<file path="config.mk">
export PLATFORM = sky130hd
export DESIGN_NAME = diad_top
export DESIGN_NICKNAME = d
export VERILOG_FILES = /design/src/diad_pkg.sv /design/src/diad_axi_rd.sv /design/src/diad_axi_wr.sv /design/src/diad_exec.sv /design/src/diad_fetch.sv /design/src/diad_regfile.sv /design/src/diad_top.sv
export SDC_FILE = /design/constraint.sdc
export NUM_CORES = 2
export LEC_CHECK = 0
export ABC_CLOCK_PERIOD_IN_PS = 14000
export BUFFER_PORTS_ARGS = -buffer_cell sky130_fd_sc_hd__buf_2
export CAP_MARGIN = 40
export CORE_UTILIZATION = 60
export CTS_CLUSTER_DIAMETER = 120
export CTS_CLUSTER_SIZE = 8
export DETAILED_ROUTE_END_ITERATION = 7
export PLACE_DENSITY_LB_ADDON = 0.08
export SYNTH_ARGS = -nofsm -noshare
export SYNTH_HDL_FRONTEND = slang
export SYNTH_SLANG_ARGS = --single-unit
</file>
<file path="constraint.sdc">
create_clock -name iw_clk -period 14 [get_ports iw_clk]
set_input_delay 0.7 -clock iw_clk [delete_from_list [all_inputs] [get_ports iw_clk]]
set_output_delay 0.7 -clock iw_clk [all_outputs]
set_load 0.02 [all_outputs]
</file>
<file path="src/diad_pkg.sv">
package diad_pkg;

    localparam int DATA_W     = 16;
    localparam int PC_W       = 6;
    localparam int IMEM_DEPTH = 64;
    localparam int REG_AW     = 3;
    localparam int BP_IDX_W   = 4;
    localparam int AXI_AW     = 9;
    localparam int IMM_W      = 6;

    // opcodes 8 to 14 execute as no-ops.
    localparam logic [3:0] OP_ADD  = 4'd0;
    localparam logic [3:0] OP_SUB  = 4'd1;
    localparam logic [3:0] OP_AND  = 4'd2;
    localparam logic [3:0] OP_OR   = 4'd3;
    localparam logic [3:0] OP_XOR  = 4'd4;
    localparam logic [3:0] OP_ADDI = 4'd5;
    localparam logic [3:0] OP_BEQ  = 4'd6;
    localparam logic [3:0] OP_BNE  = 4'd7;
    localparam logic [3:0] OP_HALT = 4'd15;

    localparam logic [AXI_AW-1:0] ADDR_IMEM_LAST = 9'h0fc;
    localparam logic [AXI_AW-1:0] ADDR_CTRL      = 9'h100;
    localparam logic [AXI_AW-1:0] ADDR_STATUS    = 9'h100;
    localparam logic [AXI_AW-1:0] ADDR_RETIRED   = 9'h104;
    localparam logic [AXI_AW-1:0] ADDR_MISPRED   = 9'h108;
    localparam logic [AXI_AW-1:0] ADDR_REG_BASE  = 9'h140;

    localparam logic [1:0] RESP_OKAY   = 2'd0;
    localparam logic [1:0] RESP_SLVERR = 2'd2;

    typedef struct packed {
        logic [3:0]        opcode;
        logic [REG_AW-1:0] rd;
        logic [REG_AW-1:0] rs1;
        logic [REG_AW-1:0] rs2;
        logic [2:0]        unused;
    } instr_r_t;

    typedef struct packed {
        logic [3:0]              opcode;
        logic [REG_AW-1:0]       rd;
        logic [REG_AW-1:0]       rs1;
        logic signed [IMM_W-1:0] imm;
    } instr_i_t;

    typedef union packed {
        instr_r_t r;
        instr_i_t i;
    } instr_u;

endpackage

</file>
<file path="src/diad_axi_rd.sv">
`timescale 1ns/10ps

module diad_axi_rd (
    input  logic                          iw_clk,
    input  logic                          iw_rst,
    input  logic                          start,
    input  logic                          retire_pulse,
    input  logic                          mispred_pulse,
    input  logic                          halted,
    input  logic                          running,
    input  logic [diad_pkg::DATA_W-1:0]   host_data,
    output logic [diad_pkg::REG_AW-1:0]   host_addr,
    input  logic [diad_pkg::AXI_AW-1:0]   axi_araddr,
    input  logic                          axi_arvalid,
    output logic                          axi_arready,
    output logic [31:0]                   axi_rdata,
    output logic [1:0]                    axi_rresp,
    output logic                          axi_rvalid,
    input  logic                          axi_rready
);
    logic [31:0]                 retired_cnt;
    logic [31:0]                 mispred_cnt;
    logic [diad_pkg::AXI_AW-1:0] reg_off;
    logic                        is_reg;
    logic [31:0]                 rd_word;
    logic [1:0]                  rd_resp;

    assign axi_arready = !axi_rvalid;

    assign reg_off   = axi_araddr - diad_pkg::ADDR_REG_BASE;
    assign is_reg    = (reg_off[diad_pkg::AXI_AW-1:diad_pkg::REG_AW+2] == '0) &&
                       (reg_off[1:0] == 2'b00);
    assign host_addr = reg_off[diad_pkg::REG_AW+1:2];

    always_comb begin
        rd_word = '0;
        rd_resp = diad_pkg::RESP_OKAY;
        if (is_reg) begin
            rd_word = 32'(host_data);
        end
        else begin
            case (axi_araddr)
                diad_pkg::ADDR_STATUS:  rd_word = 32'({running, halted});
                diad_pkg::ADDR_RETIRED: rd_word = retired_cnt;
                diad_pkg::ADDR_MISPRED: rd_word = mispred_cnt;
                default:                rd_resp = diad_pkg::RESP_SLVERR; // imem is write only.
            endcase
        end
    end

    always_ff @(posedge iw_clk or posedge iw_rst) begin
        if (iw_rst) begin
            axi_rvalid  <= 1'b0;
            retired_cnt <= '0;
            mispred_cnt <= '0;
        end
        else begin
            if (axi_arvalid && axi_arready) begin
                axi_rvalid <= 1'b1;
            end
            else if (axi_rready) begin
                axi_rvalid <= 1'b0;
            end
            if (start) begin
                retired_cnt <= '0;
                mispred_cnt <= '0;
            end
            else begin
                retired_cnt <= retired_cnt + 32'(retire_pulse);
                mispred_cnt <= mispred_cnt + 32'(mispred_pulse);
            end
        end
    end

    // held until the host takes it.
    always_ff @(posedge iw_clk) begin
        if (axi_arvalid && axi_arready) begin
            axi_rdata <= rd_word;
            axi_rresp <= rd_resp;
        end
    end

endmodule

</file>
<file path="src/diad_axi_wr.sv">
`timescale 1ns/10ps

module diad_axi_wr (
    input  logic                          iw_clk,
    input  logic                          iw_rst,
    input  logic [diad_pkg::AXI_AW-1:0]   axi_awaddr,
    input  logic                          axi_awvalid,
    output logic                          axi_awready,
    input  logic [31:0]                   axi_wdata,
    input  logic                          axi_wvalid,
    output logic                          axi_wready,
    output logic [1:0]                    axi_bresp,
    output logic                          axi_bvalid,
    input  logic                          axi_bready,
    output logic                          imem_we,
    output logic [diad_pkg::PC_W-1:0]     imem_addr,
    output logic [diad_pkg::DATA_W-1:0]   imem_wdata,
    output logic                          start
);
    logic take;
    logic hit_imem;
    logic hit_ctrl;

    assign axi_wready = axi_awready; // both channels taken together.
    assign take       = axi_awready && axi_awvalid && axi_wvalid;

    assign hit_imem = (axi_awaddr <= diad_pkg::ADDR_IMEM_LAST) && (axi_awaddr[1:0] == 2'b00);
    assign hit_ctrl = axi_awaddr == diad_pkg::ADDR_CTRL;

    always_ff @(posedge iw_clk or posedge iw_rst) begin
        if (iw_rst) begin
            axi_awready <= 1'b0;
            axi_bvalid  <= 1'b0;
            imem_we     <= 1'b0;
            start       <= 1'b0;
        end
        else begin
            // one-cycle ready, never while a response is pending.
            axi_awready <= axi_awvalid && axi_wvalid && !axi_bvalid && !axi_awready;
            imem_we     <= take && hit_imem;
            start       <= take && hit_ctrl && axi_wdata[0];
            if (take) begin
                axi_bvalid <= 1'b1;
            end
            else if (axi_bready) begin
                axi_bvalid <= 1'b0;
            end
        end
    end

    always_ff @(posedge iw_clk) begin
        if (take) begin
            imem_addr  <= axi_awaddr[diad_pkg::PC_W+1:2]; // word index.
            imem_wdata <= axi_wdata[diad_pkg::DATA_W-1:0];
            axi_bresp  <= (hit_imem || hit_ctrl) ? diad_pkg::RESP_OKAY : diad_pkg::RESP_SLVERR;
        end
    end

endmodule

</file>
<file path="src/diad_exec.sv">
`timescale 1ns/10ps

module diad_exec (
    input  logic                          iw_clk,
    input  logic                          iw_rst,
    input  logic                          start,
    input  logic                          f_valid,
    input  logic [diad_pkg::PC_W-1:0]     f_pc,
    input  diad_pkg::instr_u              f_instr,
    input  logic                          f_pred_taken,
    input  logic [diad_pkg::DATA_W-1:0]   rs_data1,
    input  logic [diad_pkg::DATA_W-1:0]   rs_data2,
    output logic [diad_pkg::REG_AW-1:0]   rs_addr1,
    output logic [diad_pkg::REG_AW-1:0]   rs_addr2,
    output logic                          wb_we,
    output logic [diad_pkg::REG_AW-1:0]   wb_addr,
    output logic [diad_pkg::DATA_W-1:0]   wb_data,
    output logic                          flush,
    output logic [diad_pkg::PC_W-1:0]     correct_pc,
    output logic                          bp_update,
    output logic [diad_pkg::PC_W-1:0]     bp_update_pc,
    output logic                          bp_update_taken,
    output logic                          retire_pulse,
    output logic                          mispred_pulse,
    output logic                          halted,
    output logic                          running
);
    logic [3:0]                  op;
    logic                        is_r;
    logic                        is_addi;
    logic                        is_br;
    logic                        is_halt;
    logic                        ex_valid;
    logic [diad_pkg::REG_AW-1:0] rd;
    logic [diad_pkg::DATA_W-1:0] opa;
    logic [diad_pkg::DATA_W-1:0] opb;
    logic [diad_pkg::DATA_W-1:0] imm_ext;
    logic [diad_pkg::DATA_W-1:0] alu;
    logic                        taken;

    assign op      = f_instr.r.opcode;
    assign is_r    = op <= diad_pkg::OP_XOR;
    assign is_addi = op == diad_pkg::OP_ADDI;
    assign is_br   = (op == diad_pkg::OP_BEQ) || (op == diad_pkg::OP_BNE);
    assign is_halt = op == diad_pkg::OP_HALT;

    // the word behind a HALT arrives once halted is set.
    assign ex_valid = f_valid && !halted && !start;

    // branches compare rd against rs1.
    assign rs_addr1 = f_instr.r.rs1;
    assign rs_addr2 = is_br ? f_instr.i.rd : f_instr.r.rs2;
    assign rd       = f_instr.r.rd;

    assign opa = (wb_we && wb_addr == rs_addr1) ? wb_data : rs_data1;
    assign opb = (wb_we && wb_addr == rs_addr2) ? wb_data : rs_data2;

    assign imm_ext = {{(diad_pkg::DATA_W-diad_pkg::IMM_W){f_instr.i.imm[diad_pkg::IMM_W-1]}},
                      f_instr.i.imm};

    always_comb begin
        alu = opa + imm_ext; // addi.
        case (op)
            diad_pkg::OP_ADD: alu = opa + opb;
            diad_pkg::OP_SUB: alu = opa - opb;
            diad_pkg::OP_AND: alu = opa & opb;
            diad_pkg::OP_OR:  alu = opa | opb;
            diad_pkg::OP_XOR: alu = opa ^ opb;
            default: ;
        endcase
    end

    assign taken = (op == diad_pkg::OP_BEQ) == (opa == opb);

    assign bp_update       = ex_valid && is_br;
    assign bp_update_pc    = f_pc;
    assign bp_update_taken = taken;

    assign flush         = bp_update && (taken != f_pred_taken);
    assign mispred_pulse = flush;
    assign correct_pc    = taken ? f_pc + f_instr.i.imm : f_pc + 1'b1;
    assign retire_pulse  = ex_valid;

    always_ff @(posedge iw_clk or posedge iw_rst) begin
        if (iw_rst) begin
            wb_we   <= 1'b0;
            halted  <= 1'b0;
            running <= 1'b0;
        end
        else if (start) begin
            wb_we   <= 1'b0;
            halted  <= 1'b0;
            running <= 1'b1;
        end
        else begin
            wb_we <= ex_valid && (is_r || is_addi) && (rd != '0);
            if (ex_valid && is_halt) begin
                halted  <= 1'b1;
                running <= 1'b0;
            end
        end
    end

    always_ff @(posedge iw_clk) begin
        wb_addr <= rd;
        wb_data <= alu;
    end

endmodule

</file>
<file path="src/diad_fetch.sv">
`timescale 1ns/10ps

module diad_fetch (
    input  logic                          iw_clk,
    input  logic                          iw_rst,
    input  logic                          imem_we,
    input  logic [diad_pkg::PC_W-1:0]     imem_addr,
    input  logic [diad_pkg::DATA_W-1:0]   imem_wdata,
    input  logic                          start,
    input  logic                          flush,
    input  logic [diad_pkg::PC_W-1:0]     correct_pc,
    input  logic                          bp_update,
    input  logic [diad_pkg::PC_W-1:0]     bp_update_pc,
    input  logic                          bp_update_taken,
    input  logic                          halted,
    output logic                          f_valid,
    output logic [diad_pkg::PC_W-1:0]     f_pc,
    output diad_pkg::instr_u              f_instr,
    output logic                          f_pred_taken
);
    logic [diad_pkg::DATA_W-1:0] imem [diad_pkg::IMEM_DEPTH];
    logic [1:0]                  bp_ctr [2**diad_pkg::BP_IDX_W];

    logic [diad_pkg::PC_W-1:0]     pc;
    logic                          active;
    diad_pkg::instr_u              fetch_word;
    logic                          is_br;
    logic                          pred_taken;
    logic [diad_pkg::PC_W-1:0]     next_pc;
    logic [diad_pkg::BP_IDX_W-1:0] upd_idx;
    logic [1:0]                    upd_ctr;

    always_ff @(posedge iw_clk) begin
        if (imem_we) begin
            imem[imem_addr] <= imem_wdata;
        end
    end

    assign fetch_word = imem[pc];
    assign is_br      = (fetch_word.i.opcode == diad_pkg::OP_BEQ) ||
                        (fetch_word.i.opcode == diad_pkg::OP_BNE);
    assign pred_taken = is_br && bp_ctr[pc[diad_pkg::BP_IDX_W-1:0]][1];

    // target wraps modulo 64 with the pc width.
    assign next_pc = pred_taken ? pc + fetch_word.i.imm : pc + 1'b1;

    assign upd_idx = bp_update_pc[diad_pkg::BP_IDX_W-1:0];
    assign upd_ctr = bp_ctr[upd_idx];

    always_ff @(posedge iw_clk or posedge iw_rst) begin
        if (iw_rst) begin
            pc      <= '0;
            active  <= 1'b0;
            f_valid <= 1'b0;
            for (int i = 0; i < 2**diad_pkg::BP_IDX_W; i++) begin
                bp_ctr[i] <= 2'b01;
            end
        end
        else if (start) begin
            pc      <= '0;
            active  <= 1'b1;
            f_valid <= 1'b0;
            for (int i = 0; i < 2**diad_pkg::BP_IDX_W; i++) begin
                bp_ctr[i] <= 2'b01; // weakly not taken.
            end
        end
        else begin
            if (bp_update) begin
                if (bp_update_taken && upd_ctr != 2'd3) begin
                    bp_ctr[upd_idx] <= upd_ctr + 2'd1;
                end
                else if (!bp_update_taken && upd_ctr != 2'd0) begin
                    bp_ctr[upd_idx] <= upd_ctr - 2'd1;
                end
            end
            if (flush) begin
                pc      <= correct_pc;
                f_valid <= 1'b0; // squash the wrong-path word.
            end
            else if (active && !halted) begin
                pc      <= next_pc;
                f_valid <= 1'b1;
            end
            else begin
                f_valid <= 1'b0;
            end
        end
    end

    always_ff @(posedge iw_clk) begin
        f_pc         <= pc;
        f_instr      <= fetch_word;
        f_pred_taken <= pred_taken;
    end

endmodule

</file>
<file path="src/diad_regfile.sv">
`timescale 1ns/10ps

module diad_regfile (
    input  logic                          iw_clk,
    input  logic                          iw_rst,
    input  logic                          start,
    input  logic [diad_pkg::REG_AW-1:0]   rs_addr1,
    input  logic [diad_pkg::REG_AW-1:0]   rs_addr2,
    input  logic                          wb_we,
    input  logic [diad_pkg::REG_AW-1:0]   wb_addr,
    input  logic [diad_pkg::DATA_W-1:0]   wb_data,
    input  logic [diad_pkg::REG_AW-1:0]   host_addr,
    output logic [diad_pkg::DATA_W-1:0]   rs_data1,
    output logic [diad_pkg::DATA_W-1:0]   rs_data2,
    output logic [diad_pkg::DATA_W-1:0]   host_data
);
    logic [diad_pkg::DATA_W-1:0] regs [2**diad_pkg::REG_AW];

    always_ff @(posedge iw_clk or posedge iw_rst) begin
        if (iw_rst) begin
            for (int i = 0; i < 2**diad_pkg::REG_AW; i++) begin
                regs[i] <= '0;
            end
        end
        else if (start) begin
            for (int i = 0; i < 2**diad_pkg::REG_AW; i++) begin
                regs[i] <= '0;
            end
        end
        else if (wb_we && wb_addr != '0) begin
            regs[wb_addr] <= wb_data; // r0 is never written so reads zero.
        end
    end

    assign rs_data1  = regs[rs_addr1];
    assign rs_data2  = regs[rs_addr2];
    assign host_data = regs[host_addr];

endmodule

</file>
<file path="src/diad_top.sv">
`timescale 1ns/10ps

module diad_top (
    input  logic                          iw_clk,
    input  logic                          iw_rst,
    input  logic [diad_pkg::AXI_AW-1:0]   axi_awaddr,
    input  logic                          axi_awvalid,
    output logic                          axi_awready,
    input  logic [31:0]                   axi_wdata,
    input  logic                          axi_wvalid,
    output logic                          axi_wready,
    output logic [1:0]                    axi_bresp,
    output logic                          axi_bvalid,
    input  logic                          axi_bready,
    input  logic [diad_pkg::AXI_AW-1:0]   axi_araddr,
    input  logic                          axi_arvalid,
    output logic                          axi_arready,
    output logic [31:0]                   axi_rdata,
    output logic [1:0]                    axi_rresp,
    output logic                          axi_rvalid,
    input  logic                          axi_rready
);
    logic                        imem_we;
    logic [diad_pkg::PC_W-1:0]   imem_addr;
    logic [diad_pkg::DATA_W-1:0] imem_wdata;
    logic                        start;

    logic                        f_valid;
    logic [diad_pkg::PC_W-1:0]   f_pc;
    diad_pkg::instr_u            f_instr;
    logic                        f_pred_taken;

    logic                        flush;
    logic [diad_pkg::PC_W-1:0]   correct_pc;
    logic                        bp_update;
    logic [diad_pkg::PC_W-1:0]   bp_update_pc;
    logic                        bp_update_taken;
    logic                        halted;
    logic                        running;
    logic                        retire_pulse;
    logic                        mispred_pulse;

    logic [diad_pkg::REG_AW-1:0] rs_addr1;
    logic [diad_pkg::REG_AW-1:0] rs_addr2;
    logic [diad_pkg::DATA_W-1:0] rs_data1;
    logic [diad_pkg::DATA_W-1:0] rs_data2;
    logic                        wb_we;
    logic [diad_pkg::REG_AW-1:0] wb_addr;
    logic [diad_pkg::DATA_W-1:0] wb_data;
    logic [diad_pkg::REG_AW-1:0] host_addr;
    logic [diad_pkg::DATA_W-1:0] host_data;

    // every block port matches its wire by name.
    diad_axi_wr  u_axi_wr  (.*);
    diad_fetch   u_fetch   (.*);
    diad_exec    u_exec    (.*);
    diad_regfile u_regfile (.*);
    diad_axi_rd  u_axi_rd  (.*);

endmodule

</file>
==> metrics.md <==
| Metric | Value |
|---|---|
| Tot GR Track Use | 30.1% |
| Gpl congestion | 0.886 |
| Setup skew after layout | 0.0267 ns |
| H-tree Lvls | 4 |
| Place WS | 6.73 ns |
| Detail-routed net length per standard cell | 28.5 µm |
| Post-synth ARST share | 17.6% |
| Sw power | 1.91 mW |
| Endpoint kind of the worst setup timing path | register |
| Cell area after synthesis | 0.0590 mm² |
| Final setup TNS | 0 ns |
| Synthesized instance count | 3574 |
| Shortest clock period the worst path allows after layout | 7.40 ns |
| Internal power contribution | 7.03 mW |
| First-pass GRT wire length | 218 mm |
| Most frequent standard cell in the layout excluding fill and tap cells | edfxtp_1 |
| Count of vias placed by the detailed router | 33600 |
| Via count normalized by instance count | 6.56 |
| Fin. Hold Viols | 0 |
| Grt total ovfl | 0 |
| Number of global-route vias before repair | 34600 |
| Setup Buffers After CTS | 0 |
| Unrepaired setup endpoints after global routing | false |
| Die width | 315 µm |
| Post-synthesis to final-layout area growth | 13.1% |
| Switching share of power | 21.4% |
| Fmax | 135 MHz |
| PostCTS Resize Cnt | 0 |
| Crit-path cells | and3b_1 -> mux2i_4 -> buf_4 -> mux4_2 -> mux2i_1 -> a21oi_1 -> ha_1 -> or4_1 -> nor3_1 -> xnor2_1 -> buf_4 -> xor2_1 -> nand2_1 -> inv_1 -> ha_1 -> ha_1 -> nand4_1 -> nor2_1 -> nand2_1 -> nor2_1 -> nand4_1 -> xor2_1 -> nor2_1 |
| Fraction of the core area covered by cells at the end of the flow | 68.8% |
| Y dimension of the die | 315 µm |
| Count of warnings emitted by yosys | 0 |
| Count of flip-flops with a built-in enable after synthesis | 1080 |
| Violation count after the first detailed-route iteration | 3346 |
| Part of the total power dissipated in sequential elements | 49.3% |
| Design Power | 8.94 mW |
| Maximum root-to-sink buffer count | 3 |
| Number of iterations in the first detailed-routing pass | 8 |
| Clock network fraction of design power | 46.3% |
| Most frequently used flop master after synthesis | edfxtp_1 |
| Worst slew margin relative to its limit | 32.2% |
| # DRC | 15 |
| VDD IR max | 0.000120 V |
| Result of the run | complete, but fails checks |
| Share of total power in combinational logic | 4.4% |
| Register bit total from synthesis | 1362 |
| CP max stage delay | 0.60 ns |
| Sinks on the clock net | 1362 |
| CTS tree | built |
| Initial cell density of the core | 60.8% |
| PortBufs | 79 |
| # setup viols final | 0 |
| Clock transition at the registers of the reported paths | 0.05 ns |
| Arrival time reported for the critical path endpoint | 7.99 ns |
| Crit path kind | register to register |
| Violated checks | design-rule violations |
| Worst Max-Slew Pin Slew | 1.01 ns |
| Post-route setup slack | 6.60 ns |
| Ratio of final minimum period to clock period | 52.8% |
| Total Die Area | 0.0995 mm² |
| Clock network latency to the later pin of the worst-skew pair | 0.78 ns |
| Reported max-cap violation count | 0 |
| Number of antenna violations at the first check in global routing | 4 |
| Final WL | 146 mm |
| Highest-count cells in the layout ignoring fill and taps | 1080 x edfxtp_1, 418 x mux4_2, 322 x nand2_1, 227 x nor2_1, 220 x dfrtp_1 |
| # nets final | 3899 |
| Root Buffer Master | clkbuf_16 |
| Slowest stage cell, crit path | buf_4 |
| Required time of the critical path | 14.60 ns |
| Share of layout cells above drive strength 1 | 23.6% |
| Sequential cell area fraction in the yosys report | 66.6% |
| Worst min path class | input pin to async pin |
| Largest net degree at the start of global routing | 119 |
| Startpoint type of the worst setup path | register |
| Unique cell type count in the Yosys netlist | 73 |
| Crit path max fanout | 33 |
| Count of hold buffers inserted by post-cts repair | 0 |
| I/O pin total | 98 |
| Placed wire-length estimate | 85.4 mm |
| Residual antenna-violating net count after detailed routing | 0 |
| PD cells | 134 mW/mm² |
| Worst hold margin | 0.0414 ns |
| Number of pins exceeding their max-slew limit in the final report | 0 |
| Syn_area_per_cell | 16.5 µm² |
| Num CTS Buffers | 188 |
| Leakage | 23.0 nW |
| Core region area | 0.0970 mm² |
| Number of standard-cell rows in the floorplan | 114 |
[flip-flops by register name, indices dropped and copies added (netlist names), 3 cells and up]
register,flops
u_fetch.imem,1024
u_fetch.bp_ctr,32
u_fetch.f_instr,16
u_axi_rd.axi_rdata,32
u_axi_rd.mispred_cnt,32
u_axi_rd.retired_cnt,32
u_axi_wr.imem_addr,6
u_exec.wb_addr,3
u_regfile.regs,128
u_axi_wr.imem_wdata,16
u_fetch.pc,6
u_fetch.f_pc,6
u_exec.wb_data,16
[cells in the mapped netlist, types with 21 or more instances]
cell / number / area [µm²]
a22oi_1: 62 / 465
buf_1: 28 / 105
buf_2: 28 / 140
nand3_1: 49 / 245
dfrtp_1: 224 / 5610
o21ai_0: 58 / 290
mux2i_1: 84 / 841
inv_1: 76 / 285
nor3_1: 25 / 125
nor2_1: 233 / 875
clkbuf_1: 151 / 567
mux4_2: 418 / 9410
xor2_1: 50 / 438
nor2b_1: 43 / 269
or3_1: 21 / 131
nand2_1: 322 / 1210
dfxtp_1: 42 / 841
ha_1: 80 / 1000
xnor2_1: 37 / 324
edfxtp_1: 1080 / 32400
a21oi_1: 204 / 1020
[through the flow]
stage,std cells,instance area [µm²]
after CTS,5122,66700
after floorplan,3575,59000
after global placement,4825,61100
after global routing,5122,66700
after detailed placement,4844,61400
final,5123,66700
[routing by layer]
metal | routed length [µm] | part of all wire [%] | up-vias | GRT usage, %
met3 | 10300 | 7.0 | 315 | 5.21
met1 | 55400 | 38 | 17500 | 38.9
met2 | 75400 | 52 | 1525 | 51.4
li1 | - | - | 14300 | -
met5 | 20 | 0.014 | - | 0
met4 | 5040 | 3.5 | 4 | 11.5
[worst paths after layout]
path | from | endpoint | slack [ns] | cells past startpoint
worst min-delay path | iw_rst | u_regfile.regs[124]$_DFFE_PP0P_ | 0.04 | 2
worst max-delay path | u_fetch.f_instr[13]$_DFF_P_ | u_axi_rd.mispred_cnt[26]$_DFF_PP0_ | 6.60 | 23
worst max register to register | u_fetch.f_instr[13]$_DFF_P_ | u_axi_rd.mispred_cnt[26]$_DFF_PP0_ | 6.60 | 23
max in group asynchronous | iw_rst | u_axi_wr.start$_DFF_PP0_ | 12.41 | 3
min in group iw_clk | axi_wdata[11] | u_axi_wr.imem_wdata[11]$_DFFE_PP_ | 0.10 | 1
worst min register to register | u_fetch.f_instr[11]$_DFF_P_ | u_exec.wb_addr[2]$_DFF_P_ | 0.40 | 0
[critical path: cells and delay by family (launching register included)]
kind,cells,cell delay [ns]
simple gates,10,2.98
mux,3,1.11
buf+inv,3,0.99
fa+ha+maj,3,0.87
flops,1,0.56
xor+xnor,3,0.51
compound gates,1,0.17
[power groups by stage]
stage                     Clock [mW]  Sequential, mW  Combinational [mW]
after CTS                       4.19            4.41               0.397
final                           4.14            4.41               0.393
after floorplan                    0            4.46               0.300
after global routing            4.36            4.41               0.421
after global placement             0            4.48               0.383
after detailed placement           0            4.48               0.394
[kinds of logic (layout without fill, tap and decap cells)]
family          after synthesis  after routing  share of synthesized area (%)
flops                      1362           1362                           66.6
simple gates                782            782                           5.90
mux                         511            511                           17.6
compound gates              446            446                           4.59
buf+inv                     300            571                           2.12
xor+xnor                     88             88                           1.33
fa+ha+maj                    84             84                           1.83
other cells                   1              3                        0.00636
[area by class of cell]
type	instances	area [µm²]
Antenna cell	1	2.50
Timing Repair Buffer	216	1620
Multi-Input combinational cell	1913	18500
Tap cell	1276	1600
Clock buffer	266	5080
Clock inverter	12	250
Inverter	77	298
Fill cell	6246	30300
Sequential cell	1362	39300
(Power assumes the default switching activity.)
